<file path="src/source/exe_params.svh">
`ifndef EXE_PARAMS_SVH
`define EXE_PARAMS_SVH

// datapath and register file
`define EXE_XLEN 32
`define EXE_REG_AW 5

// exception codes
`define EXE_ECODE_W 6
`define EXE_ECODE_ALE 6'd9
`define EXE_ECODE_TLBR 6'h3F

// request sizes on the data bus
`define EXE_SIZE_BITS 2
`define EXE_SIZE_B 2'd0
`define EXE_SIZE_H 2'd1
`define EXE_SIZE_W 2'd2

// privilege levels checked by the windows
`define EXE_PLV_W 2
`define EXE_PLV0 2'd0
`define EXE_PLV3 2'd3

// memory access type, only CC is cached
`define EXE_MAT_W 2
`define EXE_MAT_CC 2'd1

// top address bits that select a window
`define EXE_SEG_W 3

`endif

</file>
<file path="src/source/exe_pkg.sv">
`include "exe_params.svh"

package exe_pkg;

	typedef enum logic {
		OP_ALU = 1'b0,
		OP_MEM = 1'b1
	} op_kind_e;

	typedef enum logic [3:0] {
		ALU_ADD  = 4'd0,
		ALU_SUB  = 4'd1,
		ALU_SLT  = 4'd2,
		ALU_SLTU = 4'd3,
		ALU_AND  = 4'd4,
		ALU_OR   = 4'd5,
		ALU_NOR  = 4'd6,
		ALU_XOR  = 4'd7,
		ALU_SLL  = 4'd8,
		ALU_SRL  = 4'd9,
		ALU_SRA  = 4'd10,
		ALU_LUI  = 4'd11
	} alu_func_e;

	// load/store control bits
	typedef struct packed {
		logic is_store;
		logic [`EXE_SIZE_BITS-1:0] size;
		logic is_unsigned;
	} mem_ctrl_t;

	// one op word, read by kind
	typedef union packed {
		alu_func_e alu;
		mem_ctrl_t mem;
	} exe_op_u;

endpackage

</file>
<file path="src/source/exe_addr_translate.sv">
`timescale 1ns/1ps
`include "exe_params.svh"

module exe_addr_translate (
	input  logic [`EXE_XLEN-1:0] vaddr,
	input  logic [`EXE_PLV_W-1:0] cfg_plv,
	input  logic cfg_direct,
	input  logic [`EXE_MAT_W-1:0] cfg_datm,
	input  logic [`EXE_SEG_W-1:0] w0_vseg,
	input  logic [`EXE_SEG_W-1:0] w0_pseg,
	input  logic w0_plv0,
	input  logic w0_plv3,
	input  logic [`EXE_MAT_W-1:0] w0_mat,
	input  logic [`EXE_SEG_W-1:0] w1_vseg,
	input  logic [`EXE_SEG_W-1:0] w1_pseg,
	input  logic w1_plv0,
	input  logic w1_plv3,
	input  logic [`EXE_MAT_W-1:0] w1_mat,
	output logic [`EXE_XLEN-1:0] paddr,
	output logic mapped_miss,
	output logic uncache
);

	logic [`EXE_SEG_W-1:0] vseg;
	logic w0_hit;
	logic w1_hit;
	logic [`EXE_MAT_W-1:0] mat;

	// segment match plus privilege permission
	function automatic logic win_hit(
		input logic [`EXE_SEG_W-1:0] seg,
		input logic [`EXE_SEG_W-1:0] win_vseg,
		input logic [`EXE_PLV_W-1:0] plv,
		input logic allow0,
		input logic allow3
	);
		logic plv_ok;
		plv_ok = ((plv == `EXE_PLV0) && allow0) || ((plv == `EXE_PLV3) && allow3);
		return (seg == win_vseg) && plv_ok;
	endfunction

	assign vseg   = vaddr[`EXE_XLEN-1 -: `EXE_SEG_W];
	assign w0_hit = win_hit(vseg, w0_vseg, cfg_plv, w0_plv0, w0_plv3);
	assign w1_hit = win_hit(vseg, w1_vseg, cfg_plv, w1_plv0, w1_plv3);

	always_comb begin
		mapped_miss = 1'b0;
		paddr       = vaddr;
		mat         = cfg_datm;
		if (!cfg_direct) begin
			if (w0_hit) begin
				paddr = {w0_pseg, vaddr[`EXE_XLEN-`EXE_SEG_W-1:0]};
				mat   = w0_mat;
			end else if (w1_hit) begin
				paddr = {w1_pseg, vaddr[`EXE_XLEN-`EXE_SEG_W-1:0]};
				mat   = w1_mat;
			end else begin
				// no page table here, so refill
				mapped_miss = 1'b1;
			end
		end
	end

	assign uncache = (mat != `EXE_MAT_CC);

endmodule

</file>
<file path="src/source/exe_alu.sv">
`timescale 1ns/1ps
`include "exe_params.svh"

module exe_alu (
	input  exe_pkg::alu_func_e alu_func,
	input  logic [`EXE_XLEN-1:0] src1,
	input  logic [`EXE_XLEN-1:0] src2,
	output logic [`EXE_XLEN-1:0] result
);

	logic [4:0] shamt;
	logic slt_bit;
	logic sltu_bit;

	assign shamt    = src2[4:0];
	assign slt_bit  = ($signed(src1) < $signed(src2));
	assign sltu_bit = (src1 < src2);

	always_comb begin
		case (alu_func)
			exe_pkg::ALU_ADD:  result = src1 + src2;
			exe_pkg::ALU_SUB:  result = src1 - src2;
			exe_pkg::ALU_SLT:  result = {{(`EXE_XLEN-1){1'b0}}, slt_bit};
			exe_pkg::ALU_SLTU: result = {{(`EXE_XLEN-1){1'b0}}, sltu_bit};
			exe_pkg::ALU_AND:  result = src1 & src2;
			exe_pkg::ALU_OR:   result = src1 | src2;
			exe_pkg::ALU_NOR:  result = ~(src1 | src2);
			exe_pkg::ALU_XOR:  result = src1 ^ src2;
			exe_pkg::ALU_SLL:  result = src1 << shamt;
			exe_pkg::ALU_SRL:  result = src1 >> shamt;
			exe_pkg::ALU_SRA:  result = $unsigned($signed(src1) >>> shamt);
			// upper immediate already built by decode
			exe_pkg::ALU_LUI:  result = src2;
			default:           result = '0;
		endcase
	end

endmodule

</file>
<file path="src/source/exe_issue_decode.sv">
`timescale 1ns/1ps
`include "exe_params.svh"

module exe_issue_decode (
	input  logic clk,
	input  logic reset,
	input  logic flush,
	input  logic in_valid,
	input  exe_pkg::op_kind_e in_kind,
	input  exe_pkg::exe_op_u in_op,
	input  logic in_src2_is_imm,
	input  logic in_gr_we,
	input  logic [`EXE_REG_AW-1:0] in_dest,
	input  logic [`EXE_XLEN-1:0] in_imm,
	input  logic [`EXE_XLEN-1:0] in_rj,
	input  logic [`EXE_XLEN-1:0] in_rkd,
	input  logic ready_go,
	input  logic mem_allowin,
	output logic exe_allowin,
	output logic stage_valid,
	output exe_pkg::alu_func_e alu_func,
	output logic [`EXE_XLEN-1:0] src1,
	output logic [`EXE_XLEN-1:0] src2,
	output logic is_mem,
	output logic is_store,
	output logic is_load,
	output logic [`EXE_SIZE_BITS-1:0] mem_size,
	output logic mem_unsigned,
	output logic gr_we,
	output logic [`EXE_REG_AW-1:0] dest,
	output logic [`EXE_XLEN-1:0] store_data
);

	exe_pkg::op_kind_e kind_r;
	exe_pkg::exe_op_u op_r;
	logic src2_is_imm_r;
	logic [`EXE_XLEN-1:0] imm_r;
	logic [`EXE_XLEN-1:0] rj_r;
	logic [`EXE_XLEN-1:0] rkd_r;

	assign exe_allowin = !stage_valid || (ready_go && mem_allowin);

	// flush wins over a new item
	always_ff @(posedge clk) begin
		if (reset) begin
			stage_valid <= 1'b0;
		end else if (flush) begin
			stage_valid <= 1'b0;
		end else if (exe_allowin) begin
			stage_valid <= in_valid;
		end
	end

	always_ff @(posedge clk) begin
		if (in_valid && exe_allowin) begin
			kind_r        <= in_kind;
			op_r          <= in_op;
			src2_is_imm_r <= in_src2_is_imm;
			gr_we         <= in_gr_we;
			dest          <= in_dest;
			imm_r         <= in_imm;
			rj_r          <= in_rj;
			rkd_r         <= in_rkd;
		end
	end

	assign is_mem = (kind_r == exe_pkg::OP_MEM);

	// memory ops reuse the adder for rj + imm
	assign alu_func = is_mem ? exe_pkg::ALU_ADD : op_r.alu;
	assign src1     = rj_r;
	assign src2     = (is_mem || src2_is_imm_r) ? imm_r : rkd_r;

	assign is_store     = is_mem && op_r.mem.is_store;
	assign is_load      = is_mem && !op_r.mem.is_store;
	assign mem_size     = op_r.mem.size;
	assign mem_unsigned = op_r.mem.is_unsigned;
	assign store_data   = rkd_r;

endmodule

</file>
<file path="src/source/exe_mem_request.sv">
`timescale 1ns/1ps
`include "exe_params.svh"

module exe_mem_request (
	input  logic stage_valid,
	input  logic flush,
	input  logic mem_allowin,
	input  logic is_mem,
	input  logic is_store,
	input  logic is_load,
	input  logic [`EXE_SIZE_BITS-1:0] mem_size,
	input  logic [`EXE_XLEN-1:0] vaddr,
	input  logic [`EXE_XLEN-1:0] paddr,
	input  logic mapped_miss,
	input  logic uncache,
	input  logic [`EXE_XLEN-1:0] store_data,
	input  logic data_addr_ok,
	output logic data_req,
	output logic data_wr,
	output logic [`EXE_SIZE_BITS-1:0] data_size,
	output logic [3:0] data_wstrb,
	output logic [`EXE_XLEN-1:0] data_addr,
	output logic [`EXE_XLEN-1:0] data_wdata,
	output logic data_uncache,
	output logic ready_go,
	output logic ex,
	output logic [`EXE_ECODE_W-1:0] ecode
);

	logic mem_access;
	logic align_err;
	logic wr_ok;
	logic [3:0] strb;

	assign mem_access = stage_valid && (is_load || is_store);

	assign align_err = ((mem_size == `EXE_SIZE_H) && vaddr[0]) ||
		((mem_size == `EXE_SIZE_W) && (vaddr[1:0] != 2'b00));

	assign ex    = mem_access && (align_err || mapped_miss);
	// misaligned reported ahead of the miss
	assign ecode = align_err ? `EXE_ECODE_ALE : `EXE_ECODE_TLBR;

	assign data_req = mem_access && !ex && mem_allowin && !flush;
	assign wr_ok    = stage_valid && is_store && !ex;
	assign data_wr  = wr_ok;

	always_comb begin
		case (mem_size)
			`EXE_SIZE_B: strb = 4'b0001 << vaddr[1:0];
			`EXE_SIZE_H: strb = vaddr[1] ? 4'b1100 : 4'b0011;
			`EXE_SIZE_W: strb = 4'b1111;
			default:     strb = 4'b0000;
		endcase
	end

	assign data_wstrb = wr_ok ? strb : 4'b0000;

	// narrow stores replicated across the word
	always_comb begin
		case (mem_size)
			`EXE_SIZE_B: data_wdata = {4{store_data[7:0]}};
			`EXE_SIZE_H: data_wdata = {2{store_data[15:0]}};
			default:     data_wdata = store_data;
		endcase
	end

	assign data_size    = mem_size;
	assign data_addr    = paddr;
	assign data_uncache = uncache;

	// excepted memory ops leave without a request
	assign ready_go = !(stage_valid && is_mem) || ex || (data_req && data_addr_ok);

endmodule

</file>
<file path="src/source/exe_top.sv">
`timescale 1ns/1ps
`include "exe_params.svh"

module exe_top (
	input  logic clk,
	input  logic reset,
	input  logic flush,
	input  logic in_valid,
	input  exe_pkg::op_kind_e in_kind,
	input  exe_pkg::exe_op_u in_op,
	input  logic in_src2_is_imm,
	input  logic in_gr_we,
	input  logic [`EXE_REG_AW-1:0] in_dest,
	input  logic [`EXE_XLEN-1:0] in_imm,
	input  logic [`EXE_XLEN-1:0] in_rj,
	input  logic [`EXE_XLEN-1:0] in_rkd,
	output logic exe_allowin,
	input  logic mem_allowin,
	output logic out_valid,
	output logic [`EXE_XLEN-1:0] out_result,
	output logic out_gr_we,
	output logic [`EXE_REG_AW-1:0] out_dest,
	output logic out_is_load,
	output logic [`EXE_SIZE_BITS-1:0] out_size,
	output logic out_unsigned,
	output logic out_ex,
	output logic [`EXE_ECODE_W-1:0] out_ecode,
	output logic [`EXE_XLEN-1:0] out_badv,
	output logic data_req,
	output logic data_wr,
	output logic [`EXE_SIZE_BITS-1:0] data_size,
	output logic [3:0] data_wstrb,
	output logic [`EXE_XLEN-1:0] data_addr,
	output logic [`EXE_XLEN-1:0] data_wdata,
	output logic data_uncache,
	input  logic data_addr_ok,
	input  logic [`EXE_PLV_W-1:0] cfg_plv,
	input  logic cfg_direct,
	input  logic [`EXE_MAT_W-1:0] cfg_datm,
	input  logic [`EXE_SEG_W-1:0] w0_vseg,
	input  logic [`EXE_SEG_W-1:0] w0_pseg,
	input  logic w0_plv0,
	input  logic w0_plv3,
	input  logic [`EXE_MAT_W-1:0] w0_mat,
	input  logic [`EXE_SEG_W-1:0] w1_vseg,
	input  logic [`EXE_SEG_W-1:0] w1_pseg,
	input  logic w1_plv0,
	input  logic w1_plv3,
	input  logic [`EXE_MAT_W-1:0] w1_mat
);

	logic stage_valid;
	logic ready_go;
	exe_pkg::alu_func_e alu_func;
	logic [`EXE_XLEN-1:0] src1;
	logic [`EXE_XLEN-1:0] src2;
	logic is_mem;
	logic is_store;
	logic is_load;
	logic [`EXE_SIZE_BITS-1:0] mem_size;
	logic mem_unsigned;
	logic gr_we;
	logic [`EXE_REG_AW-1:0] dest;
	logic [`EXE_XLEN-1:0] store_data;
	logic [`EXE_XLEN-1:0] alu_result;
	logic [`EXE_XLEN-1:0] paddr;
	logic mapped_miss;
	logic uncache;
	logic ex;
	logic [`EXE_ECODE_W-1:0] ecode;

	exe_issue_decode i_decode (
		.clk(clk),
		.reset(reset),
		.flush(flush),
		.in_valid(in_valid),
		.in_kind(in_kind),
		.in_op(in_op),
		.in_src2_is_imm(in_src2_is_imm),
		.in_gr_we(in_gr_we),
		.in_dest(in_dest),
		.in_imm(in_imm),
		.in_rj(in_rj),
		.in_rkd(in_rkd),
		.ready_go(ready_go),
		.mem_allowin(mem_allowin),
		.exe_allowin(exe_allowin),
		.stage_valid(stage_valid),
		.alu_func(alu_func),
		.src1(src1),
		.src2(src2),
		.is_mem(is_mem),
		.is_store(is_store),
		.is_load(is_load),
		.mem_size(mem_size),
		.mem_unsigned(mem_unsigned),
		.gr_we(gr_we),
		.dest(dest),
		.store_data(store_data)
	);

	exe_alu i_alu (
		.alu_func(alu_func),
		.src1(src1),
		.src2(src2),
		.result(alu_result)
	);

	// alu result doubles as the virtual address
	exe_addr_translate i_translate (
		.vaddr(alu_result),
		.cfg_plv(cfg_plv),
		.cfg_direct(cfg_direct),
		.cfg_datm(cfg_datm),
		.w0_vseg(w0_vseg),
		.w0_pseg(w0_pseg),
		.w0_plv0(w0_plv0),
		.w0_plv3(w0_plv3),
		.w0_mat(w0_mat),
		.w1_vseg(w1_vseg),
		.w1_pseg(w1_pseg),
		.w1_plv0(w1_plv0),
		.w1_plv3(w1_plv3),
		.w1_mat(w1_mat),
		.paddr(paddr),
		.mapped_miss(mapped_miss),
		.uncache(uncache)
	);

	exe_mem_request i_mem_req (
		.stage_valid(stage_valid),
		.flush(flush),
		.mem_allowin(mem_allowin),
		.is_mem(is_mem),
		.is_store(is_store),
		.is_load(is_load),
		.mem_size(mem_size),
		.vaddr(alu_result),
		.paddr(paddr),
		.mapped_miss(mapped_miss),
		.uncache(uncache),
		.store_data(store_data),
		.data_addr_ok(data_addr_ok),
		.data_req(data_req),
		.data_wr(data_wr),
		.data_size(data_size),
		.data_wstrb(data_wstrb),
		.data_addr(data_addr),
		.data_wdata(data_wdata),
		.data_uncache(data_uncache),
		.ready_go(ready_go),
		.ex(ex),
		.ecode(ecode)
	);

	assign out_valid    = stage_valid && ready_go;
	assign out_result   = alu_result;
	assign out_badv     = alu_result;
	assign out_gr_we    = gr_we;
	assign out_dest     = dest;
	assign out_is_load  = is_load;
	assign out_size     = mem_size;
	assign out_unsigned = mem_unsigned;
	assign out_ex       = ex;
	assign out_ecode    = ecode;

endmodule

</file>
<file path="config.mk">
export PLATFORM = sky130hd
export DESIGN_NAME = exe_top
export DESIGN_NICKNAME = d
export VERILOG_FILES = /design/src/source/exe_pkg.sv /design/src/source/exe_addr_translate.sv /design/src/source/exe_alu.sv /design/src/source/exe_issue_decode.sv /design/src/source/exe_mem_request.sv /design/src/source/exe_top.sv
export VERILOG_INCLUDE_DIRS = /design/src /design/src/source
export SDC_FILE = /design/constraint.sdc
export NUM_CORES = 1
export LEC_CHECK = 0
export ABC_AREA = 1
export BUFFER_PORTS_ARGS = -buffer_cell sky130_fd_sc_hd__buf_2
export CAP_MARGIN = 15
export CELL_PAD_IN_SITES_DETAIL_PLACEMENT = 1
export CELL_PAD_IN_SITES_GLOBAL_PLACEMENT = 1
export CORE_ASPECT_RATIO = 0.8
export CORE_MARGIN = 8
export CORE_UTILIZATION = 36
export DETAILED_ROUTE_END_ITERATION = 8
export GPL_TIMING_DRIVEN = 0
export HOLD_SLACK_MARGIN = 0.15
export PLACE_DENSITY = 0.8
export SYNTH_ARGS = -nofsm -noshare
export SYNTH_HDL_FRONTEND = slang
export SYNTH_SLANG_ARGS = --single-unit
</file>
<file path="constraint.sdc">
create_clock -name clk -period 9.2 [get_ports clk]
set_input_delay 1.84 -clock clk [delete_from_list [all_inputs] [get_ports clk]]
set_output_delay 1.84 -clock clk [all_outputs]
set_load 0.01 [all_outputs]
</file>
---- After elaboration in Yosys (flattened, before gate mapping) ----
Cells that the tools add are included.
storage, ports and cells
  register bits after elaboration ......... 109
  input port bits ......................... 139
  word-level logic and storage cells ...... 96
cells by class
  add/subtract/negate cells ............... 2
  $lt $le $gt $ge ......................... 2
  equality and inequality tests ........... 17
  shifts and indexed selects .............. 4
  muxes and demuxes ....................... 17
  bitwise operators ....................... 4
  reductions and logical operators ........ 41
operator list
  kind                  number
  $pmux W32 S12         1
  $mux W32              4
  $lt A32 B32 Y1        2
  $pmux W32 S2          1
  $add A32 B32 Y32      1
  $and A32 B32 Y32      1
  $not A32 Y32          1
  $or A32 B32 Y32       1
  $shl A32 B5 Y32       1
  $shr A32 B5 Y32       1
  $sshr A32 B5 Y32      1
  $sub A32 B32 Y32      1
  $xor A32 B32 Y32      1
  $logic_and A1 B1 Y1   22
  $eq A4 B3 Y1 const B  4
  $eq A4 B4 Y1 const B  4
  $mux W4               3
  $pmux W4 S3           1
  $logic_or A1 B1 Y1    9
  $eq A4 B2 Y1 const B  2
  $eq A3 B3 Y1          2
  $mux W2               3
  $mux W6               1
  $logic_not A1 Y1      5
  other kinds (10)      14

---- Depth between registers and ports, before layout ----
Gate-level depths: netlist of run 1.
  depth in word-level cells ............... 21
  mapped depth ............................ 31
  mapped depth without buffers ............ 28

---- Modules after synthesis ----
A second synthesis of run 1 with hierarchy kept.
second synthesis, totals
  cell total of the unflattened synthesis .. 2792
  area total of the unflattened synthesis .. 16285.6 um2
by module, submodules not included
  module              instances  cells each  area an instance (um2)
  exe_alu             1          2252        10630.2
  exe_issue_decode    1          236         3901.2
  exe_mem_request     1          160         879.6
  exe_addr_translate  1          110         626.9
  exe_top             1          34          247.7

---- Worst setup path before layout of run 1 ----
No wires, ideal clock.
  path kind ............................... register to register
  start ................................... reg i_decode.kind_r (netlist: i_decode.is_mem)
  end ..................................... reg i_decode.dest[0], enable pin
  library setup time ...................... 0.610 ns
  arrival time ............................ 9.027 ns
  setup slack ............................. -0.437 ns
  stages on the path, launching flop included .. 28
  path buffers ............................ 4
  path through ............................ edfxtp_1 -> nor2_4 -> buf_2 -> clkbuf_1 -> clkbuf_1 -> nand2_1 -> o21ai_0 -> inv_1 -> ha_1 -> clkbuf_1 -> inv_1 -> nand3_1 -> nand2_1 -> a21oi_1 -> nand2_1 -> nand3_1 -> nand2_1 -> nand3_1 -> nand2_1 -> nor3_1 -> nor2_2 -> nand2_2 -> nand2_1 -> nand2_1 -> clkinv_1 -> nand4_2 -> nand2_1 -> a21oi_1
on the way
  cells in the longest elaborated chain, start to end .. 21
ends and longest elaborated chain
  what                                                                       RTL line                source
  start: declaration                                                         exe_issue_decode.sv:34  exe_pkg::op_kind_e kind_r;
  start signal: assignment                                                   exe_issue_decode.sv:56  kind_r <= in_kind;
  parallel branches: the longest is 17 deep, another holds $sub A32 B32 Y32  -
  $logic_or A1 B1 Y1 *                                                       exe_mem_request.sv:73   assign ready_go = !(stage_valid && is_mem) || ex || (data_req && data_addr_ok);
  $logic_and A1 B1 Y1 *                                                      exe_issue_decode.sv:41  assign exe_allowin = !stage_valid || (ready_go && mem_allowin);
  $logic_or A1 B1 Y1 *                                                       exe_issue_decode.sv:41
  $logic_and A1 B1 Y1 *                                                      exe_issue_decode.sv:55  if (in_valid && exe_allowin) begin
  end signal: assignment                                                     exe_issue_decode.sv:60  dest <= in_dest;
  end: declaration                                                           exe_issue_decode.sv:30  output logic [`EXE_REG_AW-1:0] dest,
Every way passes the cells marked *.
A chain may end at the register's enable or synchronous reset.

---- Worst setup path in the final report of run 1 ----
  start ................................... reg i_decode.kind_r (netlist: i_decode.is_mem)
  end ..................................... out data_wstrb[2]
on the way
  cells in the longest elaborated chain, start to end .. 15
ends and longest elaborated chain
  what                                                                       RTL line               source
  parallel branches: the longest is 14 deep, another holds $sub A32 B32 Y32  -
  $mux W4 *                                                                  exe_mem_request.sv:57  assign data_wstrb = wr_ok ? strb : 4'b0000;
  end: declaration                                                           exe_top.sv:32          output logic [3:0] data_wstrb,
Marked as above.

==> results of run 1 <==
## final timing paths
path | startpoint | endpoint | slack [ns]
hold / removal | i_decode.stage_valid | i_decode.stage_valid | 0.59
hold reg to reg | i_decode.stage_valid | i_decode.stage_valid | 0.59
setup / recovery | i_decode.is_mem | data_wstrb[2] | 0.58
setup reg to reg | i_decode.is_mem | i_decode.src1[14] | 1.68
## per-layer routing
layer | vias to the layer above | track usage (%) | wire (µm)
li1 | 8026 | - | -
met1 | 8999 | 50.6 | 37700
met2 | 1197 | 53.5 | 36900
met3 | 163 | 13.0 | 11700
met4 | 2 | 11.1 | 2780
met5 | - | 0 | 13
## where the power goes
part           internal [W]  switching, W
combinational      0.000404      0.000877
sequential         0.000581     0.0000351
clock              0.000203      0.000257
## cells in the mapped netlist, types with 17 or more instances
cell,number
a21oi_1,132
o2111ai_1,17
o211ai_1,34
nor2_1,157
a31oi_1,22
o21ai_0,193
edfxtp_1,108
inv_1,274
buf_2,26
o22ai_1,32
or2_2,17
nor3_1,18
ha_1,104
nand3_1,202
nand2_1,536
buf_4,82
o21ai_1,34
clkbuf_1,51
## cells by family after synthesis
kind of cell | synth area share, %
AND/OR/NAND/NOR | 29.7
multiplexers | 0.140
buffers and inverters | 15.2
XOR/XNOR | 0.675
other | 0.0263
flip-flops | 22.9
adder cells (fa/ha/maj) | 9.26
AO/OA/AOI/OAI | 22.1
## sequential cells by signal (all words and copies together) (netlist names)
signal                  flops
i_decode.imm_r             32
i_decode.src1              32
i_decode.store_data        32
i_decode.dest               5
i_decode.op_r               4
i_decode.gr_we              1
i_decode.is_mem             1
i_decode.src2_is_imm_r      1
i_decode.stage_valid        1
## critical path: cells and delay by family, from the launching register on
| kind | cells | cell delay (ns) |
|---|---|---|
| and+or+nand+nor | 19 | 2.70 |
| AOI/OAI and AO/OA | 3 | 0.81 |
| adders and majority gates | 1 | 0.32 |
| DFF | 1 | 0.52 |
| buffers and inverters | 7 | 2.03 |
## metrics by stage
stage / power (W) / util [%]
floorplan: 0.00134 / -
global placement: 0.00182 / 41.8
detailed placement: 0.00185 / 42.0
CTS: 0.00232 / 42.9
global route: 0.00245 / 42.9
finish: 0.00236 / 42.9
## area by class of cell
type                            count  area [µm²]
Clock buffer                        9         225
Tap cell                          536         671
Fill cell                        5360       22400
Multi-Input combinational cell   1646        8850
Inverter                          287        1080
Buffer                            176        1080
Clock inverter                      7        96.3
Sequential cell                   109        3260
Timing Repair Buffer              297        1560
Antenna cell                        2        5.00
==> impl_metrics.tcl, run 1 <==
set metrics [dict create \
    crit_path_max_fanout 10 \
    postCtsSetupBuffers 0 \
    rsz0062_at_grt "no" \
    ys_warn_count 0 \
    start_util_pct 36.3 \
    fin_area_mm2 0.0168 \
    max_cap_violations 0 \
    power_leakage_nw 8.34 \
    clk_latency_ns 0.42 \
    syn-cell-area_mm2 0.0143 \
    cts_tree "built" \
    gp_congestion 1.03 \
    worst_hold_slack_ns 0.585 \
    synth-seq-area-share_pct 22.9 \
    cp_data_arrival_time_ns 6.78 \
    holdPathStages 2 \
    grt_overflow 0 \
    finalClockSkew_ns 0.0290 \
    synth_edf_count 108 \
    tightest_slew_ns 1.21 \
    yosys.area.top_type "edfxtp_1" \
    relSlewSlack_pct 19.4 \
    dp.cells 3052 \
    grt_pass1_vias 18111 \
    routed_wirelength_mm 89.1 \
    cts_max_level 3 \
    status "complete, no violations" \
    cts_sinks 109 \
    power.density_mw_per_mm2 140 \
    synth.top_cell.area_share_pct 22.7 \
    final_cells 3069 \
    fmax_mhz 116 \
    wl_per_cell_um 29.0 \
    layout_setup_ws_ns 0.578 \
    synth-seq-cells 109 \
    grt_max_degree 31 \
    dieArea_mm2 0.0463 \
    slowest_stage "edfxtp_1" \
    synth_cell_types 63 \
    postCtsHoldBufs 0 \
    max-vdd-ir-drop_v 0.000112 \
    drtPass1Iterations 6 \
    fin_crit_ns 8.62 \
    buffer_ports.inserted 292 \
    pin_count 295 \
    syn_inst 2218 \
    dp_hpwl_mm 74.9 \
    cp-end-kind "primary output" \
    viasPerCell 5.99 \
    ys.flop_type "edfxtp_1" \
    r2r_cells 30 \
    die_h_um 194 \
    finalSetupTns_ns 0 \
    final_cell_mix "536 x nand2_1, 318 x buf_2, 274 x inv_1" \
    synth_area_leaders "edfxtp_1 23%, nand2_1 14%, ha_1 9.1%, inv_1 7.2%, nand3_1 7.1%" \
    min_period_over_period_pct 93.7 \
    antenna_found_initial 2 \
    core_mm2 0.0393 \
    cts_root_buf "clkbuf_16" \
    placed_area_mm2 0.0165 \
    crit_path_start_kind "register" \
    die_w_um 239 \
    cts_buffer_depth 2 \
    max_stage_delay_ns 0.52 \
    drc 0 \
    clk_pin_slew_ns 0.09 \
    ant_nets 0 \
    slew_viol_final 0 \
    hold_viol 0 \
    rows 65 \
    final_common_cell "nand2_1" \
    async_flop_share_pct 0 \
    drt_iter0_markers 2730 \
    areaGrowthSynthToFinish_pct 18.0 \
    required_ns 7.36 \
    criticalPathCategory "reg2out" \
    dpl_worst_slack_ns 0.844 \
    cts_resized 0 \
    hp-class "reg2reg" \
    syn_avg_cell_area_um2 6.43 \
    drive_above_1_share_pct 19.8 \
    cts_made_buffers 9 \
    grt_pass1_wl_mm 125 \
    cpMostUsedCell "nand2_1" \
    setup_viol 0 \
    grt_usage_pct 36.9 \
    route.vias.total 18387 \
    final_nets 2770 \
]
Note: power is estimated with default switching activity, not from simulation.
==> run 2: changes to the inputs <==
--- a/config.mk
+++ b/config.mk
@@ -15,7 +15,6 @@
 export CORE_MARGIN = 8
 export CORE_UTILIZATION = 36
 export DETAILED_ROUTE_END_ITERATION = 8
-export GPL_TIMING_DRIVEN = 0
 export HOLD_SLACK_MARGIN = 0.15
 export PLACE_DENSITY = 0.8
 export SYNTH_ARGS = -nofsm -noshare
==> run 2 against run 1 <==
- wire length down 17%
- die area stayed put
- total power down 8.4%
- setup slack better by 1.3 ns
- sequential power barely moved
- worst hold slack improved by 0.024 ns
- critical path depth fell by 4
- global-route usage fell by 6.0 points
- via count fell by 8.6%
- register-to-register slack better by 1.8 ns
- count of clock-buffer cells in the layout stayed put
- combinational power down 15%
==> impl_metrics.tcl, run 2 (synthesis gave the netlist of run 1 again) <==
set metrics [dict create \
    max_stage_delay_ns 0.52 \
    finalClockSkew_ns 0.0227 \
    fmax_mhz 138 \
    cp_data_arrival_time_ns 5.43 \
    cts_buffer_depth 2 \
    slew_viol_final 0 \
    tightest_slew_ns 0.979 \
    routed_wirelength_mm 74.1 \
    rsz0062_at_grt "no" \
    postCtsSetupBuffers 0 \
    grt_pass1_vias 16530 \
    gp_congestion 0.981 \
    drt_iter0_markers 1903 \
    final_cell_mix "535 x nand2_1, 292 x buf_2, 274 x inv_1" \
    cts_max_level 3 \
    clk_pin_slew_ns 0.09 \
    multi_input_area_mm2 0.00887 \
    p_int_w 0.00111 \
    power.density_mw_per_mm2 136 \
    core_mm2 0.0393 \
    status "complete, no violations" \
    swShare_pct 48.8 \
    cts_sinks 109 \
    die_h_um 194 \
    grt_usage_pct 30.9 \
    buffer_ports.inserted 292 \
    cts_resized 0 \
    min_period_over_period_pct 79.0 \
    register_area_mm2 0.00326 \
    final_nets 2614 \
    drc 0 \
    final_common_cell "nand2_1" \
    fill_cells 5278 \
    relSlewSlack_pct 33.1 \
    postCtsHoldBufs 0 \
    seqPwrFrac_pct 28.5 \
    cts_tree "built" \
    setup_viol 0 \
    pin_count 295 \
    viasPerCell 5.77 \
    wl_per_cell_um 25.5 \
    fin_crit_ns 7.27 \
    hp-class "reg2reg" \
    final_util_pct 40.4 \
    dieArea_mm2 0.0463 \
    dp_hpwl_mm 60.9 \
    comb_power_share_pct 50.7 \
    areaGrowthSynthToFinish_pct 11.2 \
    cpMostUsedCell "nand2_1" \
    slowest_stage "nand2_4" \
    route.vias.total 16801 \
    criticalPathCategory "reg2out" \
    crit_path_max_fanout 49 \
    finalSetupTns_ns 0 \
    required_ns 7.36 \
    start_util_pct 36.3 \
    clk_latency_ns 0.41 \
    cts_root_buf "clkbuf_16" \
    die_w_um 239 \
    ant_nets 0 \
    max_cap_violations 0 \
    grt_pass1_wl_mm 108 \
    p_switching_w 0.00105 \
    antenna_found_initial 3 \
    rows 65 \
    cp-end-kind "primary output" \
    grt_overflow 0 \
    drtPass1Iterations 5 \
    cts_made_buffers 9 \
    hold_viol 0 \
    p_clk_share_pct 20.9 \
    crit_path_start_kind "register" \
    grt_max_degree 109 \
    drive_above_1_share_pct 17.1 \
    max-vdd-ir-drop_v 0.000106 \
    power_leakage_nw 7.78 \
]
[run 2: changes by cell type in the layout (fill, tap and decap cells not counted), sizes merged]
cell	before	now
clkbuf	59	9
buf	423	317
diode	2	1
[run 2: worst paths after layout]
path                   startpoint                    to  slack (ns)  cells after the start
max               i_decode.is_mem         data_wstrb[2]        1.93                     26
min          i_decode.stage_valid  i_decode.stage_valid        0.61                      2
max reg2reg       i_decode.is_mem     i_decode.src1[14]        3.47                     24
min reg2reg  i_decode.stage_valid  i_decode.stage_valid        0.61                      2
[run 2: area by class of cell]
type	count	share of cell area, %
antenna	1	0.0158
clock buffer	9	1.42
clock inverter	7	0.607
inverter	287	6.79
multi-input combinational	1646	55.9
sequential	109	20.6
tap	536	4.23
timing repair buffer	317	10.5
[run 2: per-stage QoR]
step / instances / area [µm²] / hold slack [ns] / worst slack, ns / total power, W
6_report: 2912 / 15900 / 0.609 / 1.93 / 0.00216
5_1_grt: 2912 / 15900 / 0.642 / 1.55 / 0.00227
4_1_cts: 2911 / 15900 / 0.604 / 1.98 / 0.00215
3_5_place_dp: 2895 / 15500 / 0.592 / 2.45 / 0.00169
3_3_place_gp: 2895 / 15500 / 0.590 / 2.59 / 0.00167
2_1_floorplan: 2219 / 14300 / 0.528 / 1.79 / 0.00134
[run 2: worst max-delay path, delay by kind of cell, from the launching register on]
family | cells | cell delay, ns
and+or+nand+nor | 20 | 3.08
DFF | 1 | 0.47
buffers and inverters | 1 | 0.15
adders and majority gates | 2 | 0.59
AOI/OAI and AO/OA | 3 | 0.66
[run 2: routing by layer]
layer  vias to the layer above  part of all wire (%)  global-route usage, %
met3                       115                   8.2                   6.52
met1                      8230                    45                   42.7
li1                       7707                     -                      -
met2                       747                    44                   46.9
met5                         -                 0.016                      0
met4                         2                   3.5                   11.0
[run 2: power by group through the flow]
stage,Sequential [W],Combinational [W],Clock [W]
floorplan,0.000611,0.000731,0
global placement,0.000624,0.00105,0
detailed placement,0.000625,0.00106,0
CTS,0.000614,0.00107,0.000462
global route,0.000617,0.00118,0.000473
finish,0.000615,0.00109,0.000451
==> run 3: changes to the inputs <==
--- a/config.mk
+++ b/config.mk
@@ -13,10 +13,10 @@
 export CELL_PAD_IN_SITES_GLOBAL_PLACEMENT = 1
 export CORE_ASPECT_RATIO = 0.8
 export CORE_MARGIN = 8
-export CORE_UTILIZATION = 36
+export CORE_UTILIZATION = 40
 export DETAILED_ROUTE_END_ITERATION = 8
 export HOLD_SLACK_MARGIN = 0.15
-export PLACE_DENSITY = 0.8
+export PLACE_DENSITY = 0.84
 export SYNTH_ARGS = -nofsm -noshare
 export SYNTH_HDL_FRONTEND = slang
 export SYNTH_SLANG_ARGS = --single-unit
==> constraint.sdc (replaced) <==
create_clock -name clk -period 6.9 [get_ports clk]
set_input_delay 1.38 -clock clk [delete_from_list [all_inputs] [get_ports clk]]
set_output_delay 1.38 -clock clk [all_outputs]
set_load 0.01 [all_outputs]
==> run 3 against run 2 <==
- combinational power rose by 38%
- final area is 0.50% higher
- clock skew up 0.00081 ns
- global-route usage increased by 4.1 points
- clock power increased by 29%
- cell count down 1.4%
- via count grew 2.2%
- first-iteration DRC count rose by 11%
- sequential share of layout area fell by 0.10 points
- critical path type unchanged
==> impl_metrics.tcl, run 3 (synthesis gave the netlist of run 1 again) <==
set metrics [dict create \
    route.vias.total 17179 \
    hold_viol 0 \
    r2r-start "i_decode.is_mem" \
    viasPerCell 5.99 \
    crit_path_max_fanout 10 \
    r2r_slack_ns 1.29 \
    slew_viol_final 0 \
    relSlewSlack_pct 40.5 \
    power.density_mw_per_mm2 182 \
    power_w 0.00290 \
    ant_nets 0 \
    postCtsHoldBufs 0 \
    fmax_mhz 152 \
    diodes 0 \
    grt_max_degree 109 \
    cts_max_level 3 \
    clk_pin_slew_ns 0.10 \
    buffer_ports.inserted 292 \
    drt_iter0_markers 2118 \
    final_nets 2629 \
    min_period_over_period_pct 95.4 \
    final_util_pct 44.9 \
    cts_root_buf "clkbuf_16" \
    drive_above_1_share_pct 17.8 \
    cp-end-kind "primary output" \
    min_from "i_decode.stage_valid" \
    required_ns 5.52 \
    hp-class "reg2reg" \
    cts_buffer_depth 2 \
    crit_path_start_kind "register" \
    cts_sinks 109 \
    finalClockSkew_ns 0.0235 \
    criticalPathCategory "reg2out" \
    cts_tree "built" \
    final_cell_mix "535 x nand2_1, 292 x buf_2, 274 x inv_1" \
    holdPathStages 2 \
    cts_made_buffers 9 \
    drc 0 \
    tightest_slew_ns 0.883 \
    grt_usage_pct 35.0 \
    pin_count 295 \
    antenna_found_initial 1 \
    status "complete, no violations" \
    clk_latency_ns 0.40 \
    power_leakage_nw 7.86 \
    dieArea_mm2 0.0420 \
    gp_congestion 1.00 \
    r2r_end "i_decode.src1[7]" \
    wl_per_cell_um 26.6 \
    worstHoldEndpoint "i_decode.stage_valid" \
    max_cap_violations 0 \
    start_util_pct 40.2 \
    die_w_um 227 \
    grt_pass1_wl_mm 110 \
    die_h_um 185 \
    drtPass1Iterations 5 \
    rows 62 \
    routed_wirelength_mm 76.5 \
    finalSetupTns_ns 0 \
    max-vdd-ir-drop_v 0.000112 \
    setup_viol 0 \
    r2r_cells 25 \
    core_mm2 0.0355 \
    areaGrowthSynthToFinish_pct 11.8 \
    cp_data_arrival_time_ns 5.21 \
    final_common_cell "nand2_1" \
    dp_hpwl_mm 62.9 \
    fin_crit_ns 6.59 \
    grt_pass1_vias 16955 \
    grt_overflow 0 \
]
## run 3: where the power goes
group | internal, W | switching (W)
clock network | 0.000267 | 0.000316
registers | 0.000775 | 0.0000475
logic | 0.000440 | 0.00106
total | 0.00148 | 0.00142
## run 3: what timing repair did
item,4_1_cts,5_1_grt
setup buffers,0,4
resized for setup,0,13
pin swaps,1,1
gates cloned,1,0
endpoints found under the setup margin,5,22
endpoints found under the hold margin,0,0
## run 3: through the flow
stage | hold slack, ns | instance area [µm²] | worst slack (ns) | instances
after floorplan | 0.550 | 14300 | 0.795 | 2219
after global placement | 0.533 | 15600 | 0.672 | 2849
after global routing | 0.590 | 15900 | -0.00256 | 2870
final | 0.573 | 15900 | 0.315 | 2870
after detailed placement | 0.551 | 15600 | 0.418 | 2849
after CTS | 0.568 | 15900 | 0.0234 | 2866
## run 3: worst max-delay path, stage by stage, from the launching register on
cell	delay [ns]
edfxtp_1	0.56
nor2_4	0.23
buf_4	0.23
nand2_1	0.07
o21ai_1	0.30
inv_1	0.14
ha_1	0.56
inv_1	0.19
a21oi_1	0.38
o21ai_0	0.23
a21oi_1	0.23
o21a_1	0.16
nand3_1	0.09
nand3_1	0.18
nand2_2	0.11
nand2_1	0.07
nand3_1	0.08
nor2_2	0.17
nand2_4	0.09
nand3_2	0.13
nand2_1	0.09
nand2_1	0.09
nand3_2	0.12
nor2_1	0.13
buf_2	0.15
## run 3: metal layers
metal | track usage (%) | share of wire (%) | routed length [µm]
met5 | 0 | 0.017 | 13
met4 | 11.9 | 3.5 | 2710
met3 | 6.68 | 8.6 | 6600
met2 | 53.3 | 44 | 33500
met1 | 49.1 | 44 | 33700
## run 3: final cells by class
cell class	count	area, µm²
fillers	4841	19600
inverters	287	1080
flip-flops and latches	109	3260
multi-input cells	1647	8900
clock buffers	9	225
repair buffers	331	1790
clock inverters	7	88.8
well taps	480	601
## run 3: how the worst max path moves through the flow
stage	startpoint	end	slack, ns	cells after the start
after floorplan	i_decode.is_mem	i_decode.dest[0]	0.80	27
after global placement	i_decode.is_mem	out_result[26]	0.67	17
after detailed placement	i_decode.is_mem	data_wstrb[0]	0.42	25
after CTS	i_decode.is_mem	data_wstrb[0]	0.02	25
after global routing	i_decode.is_mem	data_wstrb[0]	-0.003	24
final	i_decode.is_mem	data_wstrb[0]	0.31	24
